--- src/source/fetch_pkg.sv ---
// Fetch front end package with widths, line layout, fill errors and exception causes

package fetch_pkg;

  // ------------------------------------------------------------------------
  // Widths
  // ------------------------------------------------------------------------
  localparam int XLEN       = 32;
  localparam int ILEN       = 32;
  localparam int LINE_WORDS = 4;
  localparam int OFFSET_W   = 2;

  // Byte offset inside one instruction, then first bit above the line
  localparam int WORD_LSB = 2;
  localparam int LINE_LSB = WORD_LSB + OFFSET_W;

  typedef logic [XLEN-1:0]            xlen_t;
  typedef logic [ILEN-1:0]            instr_t;
  typedef logic [LINE_WORDS*ILEN-1:0] line_data_t;

  // Sequential step of the fetch PC
  localparam xlen_t PC_STEP = xlen_t'(ILEN / 8);

  // ------------------------------------------------------------------------
  // Memory error answer and exception causes
  // ------------------------------------------------------------------------
  typedef logic [1:0] fill_err_t;

  localparam fill_err_t FILL_OK           = 2'd0;
  localparam fill_err_t FILL_PAGE_FAULT   = 2'd1;
  localparam fill_err_t FILL_ACCESS_FAULT = 2'd2;

  typedef logic [3:0] except_code_t;

  // E_NONE doubles as the unknown cause
  localparam except_code_t E_NONE             = 4'd0;
  localparam except_code_t E_I_ACCESS_FAULT   = 4'd1;
  localparam except_code_t E_INSTR_PAGE_FAULT = 4'd12;

  // One filled line: aligned pc, payload and error
  typedef struct packed {
    xlen_t      pc;
    line_data_t data;
    fill_err_t  err;
  } line_t;

  // Fetch controller states
  typedef enum logic [1:0] {
    IDLE,
    REQUEST,
    WAIT_LINE
  } fetch_state_t;

endpackage

--- src/source/fetch_controller.sv ---
// Fetch controller FSM ordering line requests, issue valid and fetch ready
`timescale 1ns/1ps

module fetch_controller import fetch_pkg::*; (
  input  logic clk_i,
  input  logic rst_n_i,
  input  logic flush_i,

  // Current pc is in the stored line
  input  logic here_i,

  // Decode side
  input  logic issue_ready_i,

  // Line fill side
  input  logic read_done_i,
  input  logic fill_busy_i,

  // Outputs
  output logic fetch_ready_o,
  output logic read_req_o,
  output logic issue_valid_o,
  output logic line_sel_o
);

  fetch_state_t state_q;
  fetch_state_t state_d;

  // ------------------------------------------------------------------------
  // Next state and outputs
  // ------------------------------------------------------------------------
  always_comb begin
    state_d       = state_q;
    fetch_ready_o = 1'b0;
    read_req_o    = 1'b0;
    issue_valid_o = 1'b0;
    line_sel_o    = 1'b0;

    if (flush_i) begin
      // Restart from scratch with nothing issued this cycle
      state_d = IDLE;
    end else begin
      case (state_q)
        IDLE: begin
          if (here_i) begin
            // Hit in the line register
            issue_valid_o = 1'b1;
            fetch_ready_o = issue_ready_i;
          end else if (!fill_busy_i) begin
            // Miss with the fill stage free
            read_req_o = 1'b1;
            state_d    = WAIT_LINE;
          end else begin
            // Miss behind a dropped fill still in flight
            state_d = REQUEST;
          end
        end

        REQUEST: begin
          // Hold off until the old fill is gone
          if (!fill_busy_i) begin
            read_req_o = 1'b1;
            state_d    = WAIT_LINE;
          end
        end

        WAIT_LINE: begin
          if (read_done_i) begin
            // Issue straight from the incoming line
            issue_valid_o = 1'b1;
            line_sel_o    = 1'b1;
            fetch_ready_o = issue_ready_i;
            // Line register holds it next cycle and a stall
            // turns into a hit with the same pc
            state_d       = IDLE;
          end
        end

        default: begin
          state_d = IDLE;
        end
      endcase
    end
  end

  // ------------------------------------------------------------------------
  // State register
  // ------------------------------------------------------------------------
  always_ff @(posedge clk_i or negedge rst_n_i) begin
    if (!rst_n_i) begin
      state_q <= IDLE;
    end else begin
      state_q <= state_d;
    end
  end

endmodule

--- src/source/fetch_frontend.sv ---
// Fetch front end top level joining PC stage, fetch unit and line fill
`timescale 1ns/1ps

module fetch_frontend import fetch_pkg::*; #(
  parameter xlen_t BOOT_PC = 32'h0000_0000
) (
  input  logic         clk_i,
  input  logic         rst_n_i,

  // Redirect
  input  logic         flush_i,
  input  xlen_t        redirect_pc_i,

  // Issue to decode
  output logic         issue_valid_o,
  input  logic         issue_ready_i,
  output instr_t       instr_o,
  output xlen_t        pc_o,
  output logic         except_o,
  output except_code_t except_code_o,

  // Line memory
  output logic         mem_req_o,
  output xlen_t        mem_addr_o,
  input  logic         mem_valid_i,
  input  line_data_t   mem_line_i,
  input  fill_err_t    mem_err_i
);

  xlen_t pc;
  logic  fetch_ready;
  logic  read_req;
  xlen_t read_addr;
  logic  fill_busy;
  logic  read_done;
  line_t fill_line;

  // PC stage
  pc_gen #(
    .BOOT_PC (BOOT_PC)
  ) u_pc_gen (
    .clk_i         (clk_i),
    .rst_n_i       (rst_n_i),
    .flush_i       (flush_i),
    .redirect_pc_i (redirect_pc_i),
    .fetch_ready_i (fetch_ready),
    .pc_o          (pc)
  );

  // Fetch unit
  ifu u_ifu (
    .clk_i         (clk_i),
    .rst_n_i       (rst_n_i),
    .flush_i       (flush_i),
    .pc_i          (pc),
    .fetch_ready_o (fetch_ready),
    .fill_line_i   (fill_line),
    .read_done_i   (read_done),
    .fill_busy_i   (fill_busy),
    .read_req_o    (read_req),
    .read_addr_o   (read_addr),
    .issue_ready_i (issue_ready_i),
    .issue_valid_o (issue_valid_o),
    .instr_o       (instr_o),
    .pc_o          (pc_o),
    .except_o      (except_o),
    .except_code_o (except_code_o)
  );

  // Line fill
  line_fill u_line_fill (
    .clk_i       (clk_i),
    .rst_n_i     (rst_n_i),
    .flush_i     (flush_i),
    .read_req_i  (read_req),
    .read_addr_i (read_addr),
    .fill_busy_o (fill_busy),
    .read_done_o (read_done),
    .fill_line_o (fill_line),
    .mem_req_o   (mem_req_o),
    .mem_addr_o  (mem_addr_o),
    .mem_valid_i (mem_valid_i),
    .mem_line_i  (mem_line_i),
    .mem_err_i   (mem_err_i)
  );

endmodule

--- src/source/ifu.sv ---
// Instruction fetch unit with line register, hit check, word select and exception map
`timescale 1ns/1ps

module ifu import fetch_pkg::*; (
  input  logic         clk_i,
  input  logic         rst_n_i,
  input  logic         flush_i,

  // PC stage
  input  xlen_t        pc_i,
  output logic         fetch_ready_o,

  // Line fill stage
  input  line_t        fill_line_i,
  input  logic         read_done_i,
  input  logic         fill_busy_i,
  output logic         read_req_o,
  output xlen_t        read_addr_o,

  // Decode
  input  logic         issue_ready_i,
  output logic         issue_valid_o,
  output instr_t       instr_o,
  output xlen_t        pc_o,
  output logic         except_o,
  output except_code_t except_code_o
);

  line_t                line_q;
  logic                 line_valid_q;
  logic                 here;
  logic                 line_sel;
  logic                 except_flag;
  xlen_t                pc_line;
  line_t                src_line;
  logic [OFFSET_W-1:0]  word_off;

  // ------------------------------------------------------------------------
  // Line register
  // ------------------------------------------------------------------------
  // Valid flag of the stored line
  always_ff @(posedge clk_i or negedge rst_n_i) begin
    if (!rst_n_i) begin
      line_valid_q <= 1'b0;
    end else if (flush_i) begin
      line_valid_q <= 1'b0;
    end else if (read_done_i) begin
      line_valid_q <= 1'b1;
    end
  end

  // Flushed lines never land here
  always_ff @(posedge clk_i) begin
    if (read_done_i && !flush_i) begin
      line_q <= fill_line_i;
    end
  end

  // ------------------------------------------------------------------------
  // Presence check
  // ------------------------------------------------------------------------
  assign pc_line  = {pc_i[XLEN-1:LINE_LSB], {LINE_LSB{1'b0}}};
  assign word_off = pc_i[LINE_LSB-1:WORD_LSB];
  assign here     = line_valid_q && (pc_line == line_q.pc);

  // Misses fetch the whole aligned line
  assign read_addr_o = pc_line;

  // ------------------------------------------------------------------------
  // Controller
  // ------------------------------------------------------------------------
  fetch_controller u_fetch_controller (
    .clk_i         (clk_i),
    .rst_n_i       (rst_n_i),
    .flush_i       (flush_i),
    .here_i        (here),
    .issue_ready_i (issue_ready_i),
    .read_done_i   (read_done_i),
    .fill_busy_i   (fill_busy_i),
    .fetch_ready_o (fetch_ready_o),
    .read_req_o    (read_req_o),
    .issue_valid_o (issue_valid_o),
    .line_sel_o    (line_sel)
  );

  // ------------------------------------------------------------------------
  // Instruction select
  // ------------------------------------------------------------------------
  // Fill bypass in its done cycle or the stored line
  assign src_line = line_sel ? fill_line_i : line_q;
  assign instr_o  = src_line.data[word_off*ILEN +: ILEN];
  assign pc_o     = pc_i;

  // ------------------------------------------------------------------------
  // Exception map
  // ------------------------------------------------------------------------
  always_comb begin
    case (src_line.err)
      FILL_OK: begin
        except_code_o = E_NONE;
        except_flag   = 1'b0;
      end
      FILL_PAGE_FAULT: begin
        except_code_o = E_INSTR_PAGE_FAULT;
        except_flag   = 1'b1;
      end
      FILL_ACCESS_FAULT: begin
        except_code_o = E_I_ACCESS_FAULT;
        except_flag   = 1'b1;
      end
      default: begin
        // Unknown error flagged without a cause
        except_code_o = E_NONE;
        except_flag   = 1'b1;
      end
    endcase
  end

  // Exception only counts with a valid instruction
  assign except_o = issue_valid_o & except_flag;

endmodule

--- src/source/line_fill.sv ---
// Line fill stage, holds the memory request and returns the line with a done pulse
`timescale 1ns/1ps

module line_fill import fetch_pkg::*; (
  input  logic       clk_i,
  input  logic       rst_n_i,
  input  logic       flush_i,

  // Fetch unit side
  input  logic       read_req_i,
  input  xlen_t      read_addr_i,
  output logic       fill_busy_o,
  output logic       read_done_o,
  output line_t      fill_line_o,

  // External line memory
  output logic       mem_req_o,
  output xlen_t      mem_addr_o,
  input  logic       mem_valid_i,
  input  line_data_t mem_line_i,
  input  fill_err_t  mem_err_i
);

  logic  busy_q;
  logic  drop_q;
  logic  done_q;
  xlen_t addr_q;
  line_t line_q;

  // ------------------------------------------------------------------------
  // Request and drop control
  // ------------------------------------------------------------------------
  always_ff @(posedge clk_i or negedge rst_n_i) begin
    if (!rst_n_i) begin
      busy_q <= 1'b0;
      drop_q <= 1'b0;
      done_q <= 1'b0;
    end else begin
      done_q <= 1'b0;
      if (busy_q) begin
        if (mem_valid_i) begin
          // Answer in and the request drops
          busy_q <= 1'b0;
          drop_q <= 1'b0;
          // Flushed fills finish silently
          done_q <= !(drop_q || flush_i);
        end else if (flush_i) begin
          drop_q <= 1'b1;
        end
      end else if (read_req_i) begin
        busy_q <= 1'b1;
      end
    end
  end

  // Request address held while busy
  always_ff @(posedge clk_i) begin
    if (!busy_q && read_req_i) begin
      addr_q <= read_addr_i;
    end
  end

  // Capture the answer with its address and error
  always_ff @(posedge clk_i) begin
    if (busy_q && mem_valid_i) begin
      line_q.pc   <= addr_q;
      line_q.data <= mem_line_i;
      line_q.err  <= mem_err_i;
    end
  end

  // ------------------------------------------------------------------------
  // Outputs
  // ------------------------------------------------------------------------
  assign mem_req_o   = busy_q;
  assign mem_addr_o  = addr_q;
  assign fill_busy_o = busy_q;
  assign read_done_o = done_q;
  assign fill_line_o = line_q;

endmodule

--- src/source/pc_gen.sv ---
// Program counter stage, boot address, sequential advance and flush redirect
`timescale 1ns/1ps

module pc_gen import fetch_pkg::*; #(
  parameter xlen_t BOOT_PC = 32'h0000_0000
) (
  input  logic  clk_i,
  input  logic  rst_n_i,

  // Redirect from the back end
  input  logic  flush_i,
  input  xlen_t redirect_pc_i,

  // Transfer to decode took place
  input  logic  fetch_ready_i,

  // Address currently being fetched
  output xlen_t pc_o
);

  xlen_t pc_q;
  xlen_t pc_d;

  // Next PC select
  // Flush beats the sequential step
  always_comb begin
    pc_d = pc_q;
    if (flush_i) begin
      pc_d = redirect_pc_i;
    end else if (fetch_ready_i) begin
      pc_d = pc_q + PC_STEP;
    end
  end

  // PC register, starts at the boot address
  always_ff @(posedge clk_i or negedge rst_n_i) begin
    if (!rst_n_i) begin
      pc_q <= BOOT_PC;
    end else begin
      pc_q <= pc_d;
    end
  end

  assign pc_o = pc_q;

endmodule
--- config.mk ---
export PLATFORM = sky130hd
export DESIGN_NAME = fetch_frontend
export DESIGN_NICKNAME = d
export VERILOG_FILES = /design/src/source/fetch_pkg.sv /design/src/source/fetch_controller.sv /design/src/source/fetch_frontend.sv /design/src/source/ifu.sv /design/src/source/line_fill.sv /design/src/source/pc_gen.sv
export SDC_FILE = /design/constraint.sdc
export NUM_CORES = 1
export LEC_CHECK = 0
export ABC_AREA = 1
export BUFFER_PORTS_ARGS = -buffer_cell sky130_fd_sc_hd__buf_2
export CORE_MARGIN = 3
export CORE_UTILIZATION = 40
export CTS_CLUSTER_SIZE = 8
export DETAILED_ROUTE_END_ITERATION = 6
export PLACE_DENSITY = 0.61
export REMOVE_ABC_BUFFERS = 1
export SLEW_MARGIN = 0
export SYNTH_ARGS = -nofsm -noshare
export SYNTH_HDL_FRONTEND = slang
export SYNTH_SLANG_ARGS = --single-unit
export TNS_END_PERCENT = 50
--- constraint.sdc ---
create_clock -name clk_i -period 7.9 [get_ports clk_i]
set_input_delay 0 -clock clk_i [delete_from_list [all_inputs] [get_ports clk_i]]
set_output_delay 0 -clock clk_i [all_outputs]
set_load 0.02 [all_outputs]
# == Word level (Yosys, flattened, before mapping) ==
# Cells that the tools add are included.
# word_totals
reg_bits,382
inputBits,167
out_inout_bits,103
elab_cells,73
# op_classes
add_sub_neg,1
eq_ne,8
shifts,1
mux,34
bitwise_logic,1
n_reduce_logical,15
# ops
cell,n
$mux 130,1
$shiftx 128x8->32,1
$mux 32,2
$add 32x3->32 const B,1
$eq 28x28->1,1
$mux 1,21
$mux 2,5
$pmux 4 s2,1
$ne 3x3->1 const B,2
$pmux 1 s2,3
$pmux 2 s3,1
$reduce_bool 2->1,3
$eq 2x1->1 const B,2
$eq 2x2->1 const B,2
$logic_and 1x1->1,4
$logic_not 2->1,2
$logic_not 1->1,3
$ne 3x2->1 const B,1
$reduce_and 3->1,1
$reduce_and 2->1,1
$and 1x1->1,1
$logic_or 1x1->1,1

# == Logic depth before layout (Yosys ltp) ==
# depth
depth_word,7
ltp_mapped,15
depth_no_buf,14

# == By module ==
# A second synthesis with hierarchy kept.
# hier_totals
cells_unflattened,1477
area_unflattened_um2,16658.5
# by_module_without_submodules
mod,instances,cells_each,area_per_inst_um2
ifu,1,925,8375.5
line_fill,1,210,5962.0
pc_gen,1,315,2159.6
fetch_controller,1,27,161.4

# == Worst setup path after synthesis ==
# No wires, ideal clock.
# synth_timing
path_type,register -> output
start,"register u_line_fill.done_q, in the netlist u_line_fill.read_done_o"
end,output port except_code_o[3]
t_arrival_ps,6020
required_ps,7900
setup_slack_ps,1880
stages_incl_launch_ff,10
n_path_buf,2
path_cell_list,dfrtp_1 inv_1 nor2_2 nand2_2 inv_2 buf_2 or2_2 o21ai_0 nor2_1 buf_4
# synth_via
elab_chain_cells,6
word_cells_on_any_way,7
classes_between,2 x eq/ne; 5 x mux
# synth_lines
element,line,source
from (decl),line_fill.sv:26,logic done_q;
from (signal assigned),line_fill.sv:46,done_q <= !(drop_q || flush_i);
$mux 1 *,fetch_controller.sv:68,if (read_done_i) begin
$mux 1 *,fetch_controller.sv:43,case (state_q)
$mux 1 *,fetch_controller.sv:39,if (flush_i) begin
$mux 130 *,ifu.sv:90,assign src_line = line_sel ? fill_line_i : line_q;
$eq 2x2->1 or $eq 2x1->1 (tied branches),ifu.sv:98,case (src_line.err)
$pmux 4 s2 *,ifu.sv:98,
to (decl),fetch_frontend.sv:20,"output except_code_t except_code_o,"
# Mark *: on every way between the ends. The rest lies on a longest branch, timed or not.

# == Final worst setup path ==
# layout_timing
start,input port flush_i
end,output port instr_o[29]
# layout_via
elab_chain_cells,3
# layout_lines
element,line,source
from (decl),fetch_frontend.sv:11,"input logic flush_i,"
$mux 1,fetch_controller.sv:39,
$mux 130,ifu.sv:90,
$shiftx 128x8->32,ifu.sv:91,assign instr_o = src_line.data[word_off*ILEN +: ILEN];
to (decl),fetch_frontend.sv:17,"output instr_t instr_o,"
# Every way passes these cells.

==> results summary <==
The flow ran to the end, and the final reports show no timing, DRC or antenna violations. Setup repair after global routing left no endpoint under its margin. Walking the worst path, the cells encountered are dlygate4sd3_1 > buf_2 > buf_4 > nor2_4 > nand2_4 > inv_4 > buf_4 > nor2_1 > nor2_1 > o21ai_0 > nand3_1 > o21a_1 > buf_2. Setup violations remaining at the end of the flow were counted as 0. The CTS H-tree depth is 2.

Dividing the final minimum period by the clock period gives 57.5%. During synthesis, Yosys emitted a total of 0 warnings. By area the synthesized netlist is led by edfxtp_1 64%, nor2_1 6.5%, nand2_1 6.4%. The clock network latency to the later pin of the worst-skew pair came out at 600 ps.

The critical path contains buffers and inverters numbering 6 combined. The number of placed instances, taps included is 2181. At the end of the flow, the number of nets in the layout was 2054.

On the critical path, the stage with the largest delay is an instance of nor2_4. The netlist uses 31 different library cells. The horizontal die dimension is 207 um. The number of buffers created by CTS is 54.

The clock-pin slew reported for the worst setup and hold paths after clock tree synthesis came out at 50 ps. The detailed-route wire length per cell is 18.2 um. The post-synthesis async set-or-reset flop share is 9.95%. The first-pass GRT wire length is 67.6 mm.

The CTS tree is built. The gate count of the mapped netlist came out at 1461. After global routing, the most crowded layer is met2. From synthesis to final layout, the design area changed by 30.3%.

Summing internal, switching and leakage power gives 6.24 mW. The routability-driven placement congestion ratio came out at 0.874. The post-route antenna net violation count came out at 0. In the post-route analysis, the smallest setup slack over all paths is 3360 ps. The deepest clock path buffer count came out at 3.

The sequential area share after synthesis came out at 69.9%. The routed via count came out at 12200. The cell leakage power is 8.33 nW. Counting flops and latches in the post-synthesis netlist gives 382. The global routing met1 resource utilization is 26.5%. Static timing analysis puts the maximum clock frequency at 220 MHz. Detailed placement ended at an HPWL of 27.2 mm.

The floorplan step defined a die boundary enclosing 0.0428 mm^2. The total number of clock tree sinks came out at 382. The transition at the pin with the smallest max-transition slack came out at 1260 ps. The routed via count divided by cell count is 5.03. The routed wire length is 44.2 mm. The post-cts sizing count is 0. The kind of cell adding the most delay to the critical path is buffers and inverters. The total global routing overflow came out at 0. The arrival time of the worst setup path came out at 4540 ps.

The final clock skew is 20.5 ps. The fraction of met3 tracks used by global routing is 4.53%. The per-instance average area after synthesis came out at 11.0 um^2.

The number of port buffers is 264. The fraction of final layout cells sized beyond drive strength 1 is 18.1%. The shortest period the worst path allows came out at 4540 ps. The biggest cell delay along the critical path came out at 1010 ps. The hold violation total from the final report is 0. After synthesis the cells add up to 0.0161 mm^2. The worst setup path is captured at an output port. The number of global-route vias before repair is 12200.

The number of max-cap violations is 0. The number of placed I/O pins came out at 270. The library cell occupying the most area in the post-synthesis netlist is edfxtp_1.

The most instantiated flip-flop cell in the synthesis netlist is edfxtp_1. The detailed-route DRC error count is 0. The placeable core region came out at 0.0393 mm^2.

STA classifies the critical path startpoint as an input port. The largest fanout on the critical path came out at 92. The final count of pins violating max slew is 0.

The initial standard-cell utilization of the core is 41.1%. The number of enable flip-flop cells after synthesis is 344. For this design the ratio of total power to cell area is 297 mW/mm^2.

The total negative slack came out at 0 ps. The worst max-slew margin expressed relative to the limit is 15.7%. The height of the die came out at 207 um. The number of antenna violations at the first check in global routing is 3.

Data on the critical path is required at its endpoint by 7900 ps. The met2 demand-to-capacity share in global routing is 33.9%. Entering global routing, the biggest net connects 105 pins. The overall routing resource usage is 20.5%.

At the end of the flow the core is filled with cells to 53.5%. The tree is rooted in a clkbuf_16. The min-delay analysis places its worst path in the category in2reg.

The fraction of synthesized cell area taken by the top area cell type is 64.0%. The setup slack after placement came out at 3900 ps. The critical path in this run is classified as in2out. The number of detailed-route iterations in the first pass came out at 6. The first-iteration detailed-routing DRC count came out at 1081. The worst ir drop on vdd came out at 0.000178 V. In this run the core area contains 72 standard-cell rows.

The number of standard cells in the final layout excluding fillers is 2428.
## flip-flops by register name, summed over array words and instances, names as in the netlist
| register | count |
|---|---|
| u_line_fill.read_done_o | 1 |
| u_ifu.line_q | 158 |
| u_ifu.line_valid_q | 1 |
| u_line_fill.fill_busy_o | 1 |
| u_line_fill.fill_line_o | 158 |
| u_line_fill.drop_q | 1 |
| u_pc_gen.pc_o | 32 |
| u_line_fill.mem_addr_o | 28 |
| u_ifu.u_fetch_controller.state_q | 2 |
## synth_stat cells, types with 2 or more instances
| cell type | count |
|---|---|
| dfrtp_1 | 38 |
| buf_6 | 4 |
| buf_2 | 15 |
| nor2_1 | 280 |
| and3_1 | 2 |
| edfxtp_1 | 344 |
| nand3b_1 | 2 |
| or2_2 | 2 |
| clkbuf_2 | 3 |
| a21oi_1 | 3 |
| clkbuf_1 | 29 |
| nand2_2 | 3 |
| inv_1 | 78 |
| buf_4 | 15 |
| nor3_1 | 11 |
| o21ai_0 | 172 |
| nand2_1 | 276 |
| xnor2_1 | 8 |
| nand3_1 | 84 |
| buf_1 | 11 |
| nand4_1 | 13 |
| o21ai_1 | 10 |
| o21a_1 | 32 |
| xor2_1 | 19 |
## final timing paths
kind	to	start	slack, ps	cells after the start
setup reg to reg	u_pc_gen.pc_o[5]	u_pc_gen.pc_o[18]	4990	11
hold reg to reg	u_ifu.line_q[144]	u_line_fill.fill_line_o[144]	410	0
hold / removal	u_line_fill.fill_line_o[6]	mem_line_i[4]	110	2
setup / recovery	instr_o[29]	flush_i	3360	13
max in group asynchronous	u_pc_gen.pc_o[2]	rst_n_i	7000	2
min in group asynchronous	u_pc_gen.pc_o[20]	rst_n_i	150	2
## cell usage in the layout (no fill, tap or decap), types with 2 or more instances in the layout
master,instances
nor2_4,2
o21ai_0,172
dlygate4sd3_1,167
nand2_2,2
inv_6,2
o21ai_1,10
dfrtp_1,37
inv_1,76
diode_2,3
or2_2,2
nor3_1,11
nand3b_1,2
o21a_1,32
xnor2_1,8
and3_1,2
nand2_1,276
nor2_1,280
buf_4,11
conb_1,5
edfxtp_1,344
buf_2,264
clkbuf_1,17
a21oi_1,3
nand4_1,13
clkbuf_16,54
xor2_1,19
nand3_1,84
## worst register-to-register path, delay by kind of cell, from the launching register on
family           cells  cell delay [ps]
XOR/XNOR             1              360
flip-flops           1              470
AND/OR/NAND/NOR     10             2030
## repair_timing
| action | CTS | global route |
|---|---|---|
| endpoints found under the setup margin | 0 | 0 |
| buffers inserted | 0 | 0 |
| hold buffers | 167 | 0 |
| hold endpoints to repair | 204 | 0 |
## cell families (layout without fill, tap and decap cells)
group           Yosys count  in the layout  share of synthesized area [%]
compound gates          219            219                           7.32
flops                   382            382                           69.9
simple gates            675            675                           16.9
fa+ha+maj                 1              1                         0.0776
xor+xnor                 27             27                           1.47
buf+inv                 156            598                           4.31
other cells               1              8                         0.0232
## through the flow
| step | hold WS (ps) | area [um^2] |
|---|---|---|
| after floorplan | -296 | 15700 |
| after global placement | 177 | 17800 |
| after detailed placement | 178 | 17800 |
| after CTS | 76.7 | 21000 |
| after global routing | 97.1 | 21000 |
| final | 113 | 21000 |
## report_power, final
part / internal (mW) / switching (mW) / total (mW)
registers: 2.58 / 0.216 / 2.79
clock network: 1.28 / 0.825 / 2.10
logic: 0.441 / 0.901 / 1.34
total: 4.29 / 1.94 / 6.24
## per-layer routing
metal	routed length, um	vias up
met5	0	-
met2	21100	451
met3	3520	89
met4	1420	0
met1	18200	5853
li1	-	5822
## layout make-up
cell class	count	area, um^2
tap	518	648
clock buffer	72	1430
antenna	3	7.51
fill	3364	18300
multi-input combinational	927	4180
sequential	382	11300
inverter	79	304
clock inverter	5	93.8
timing repair buffer	442	3080
Power figures use the tool's default switching activity.
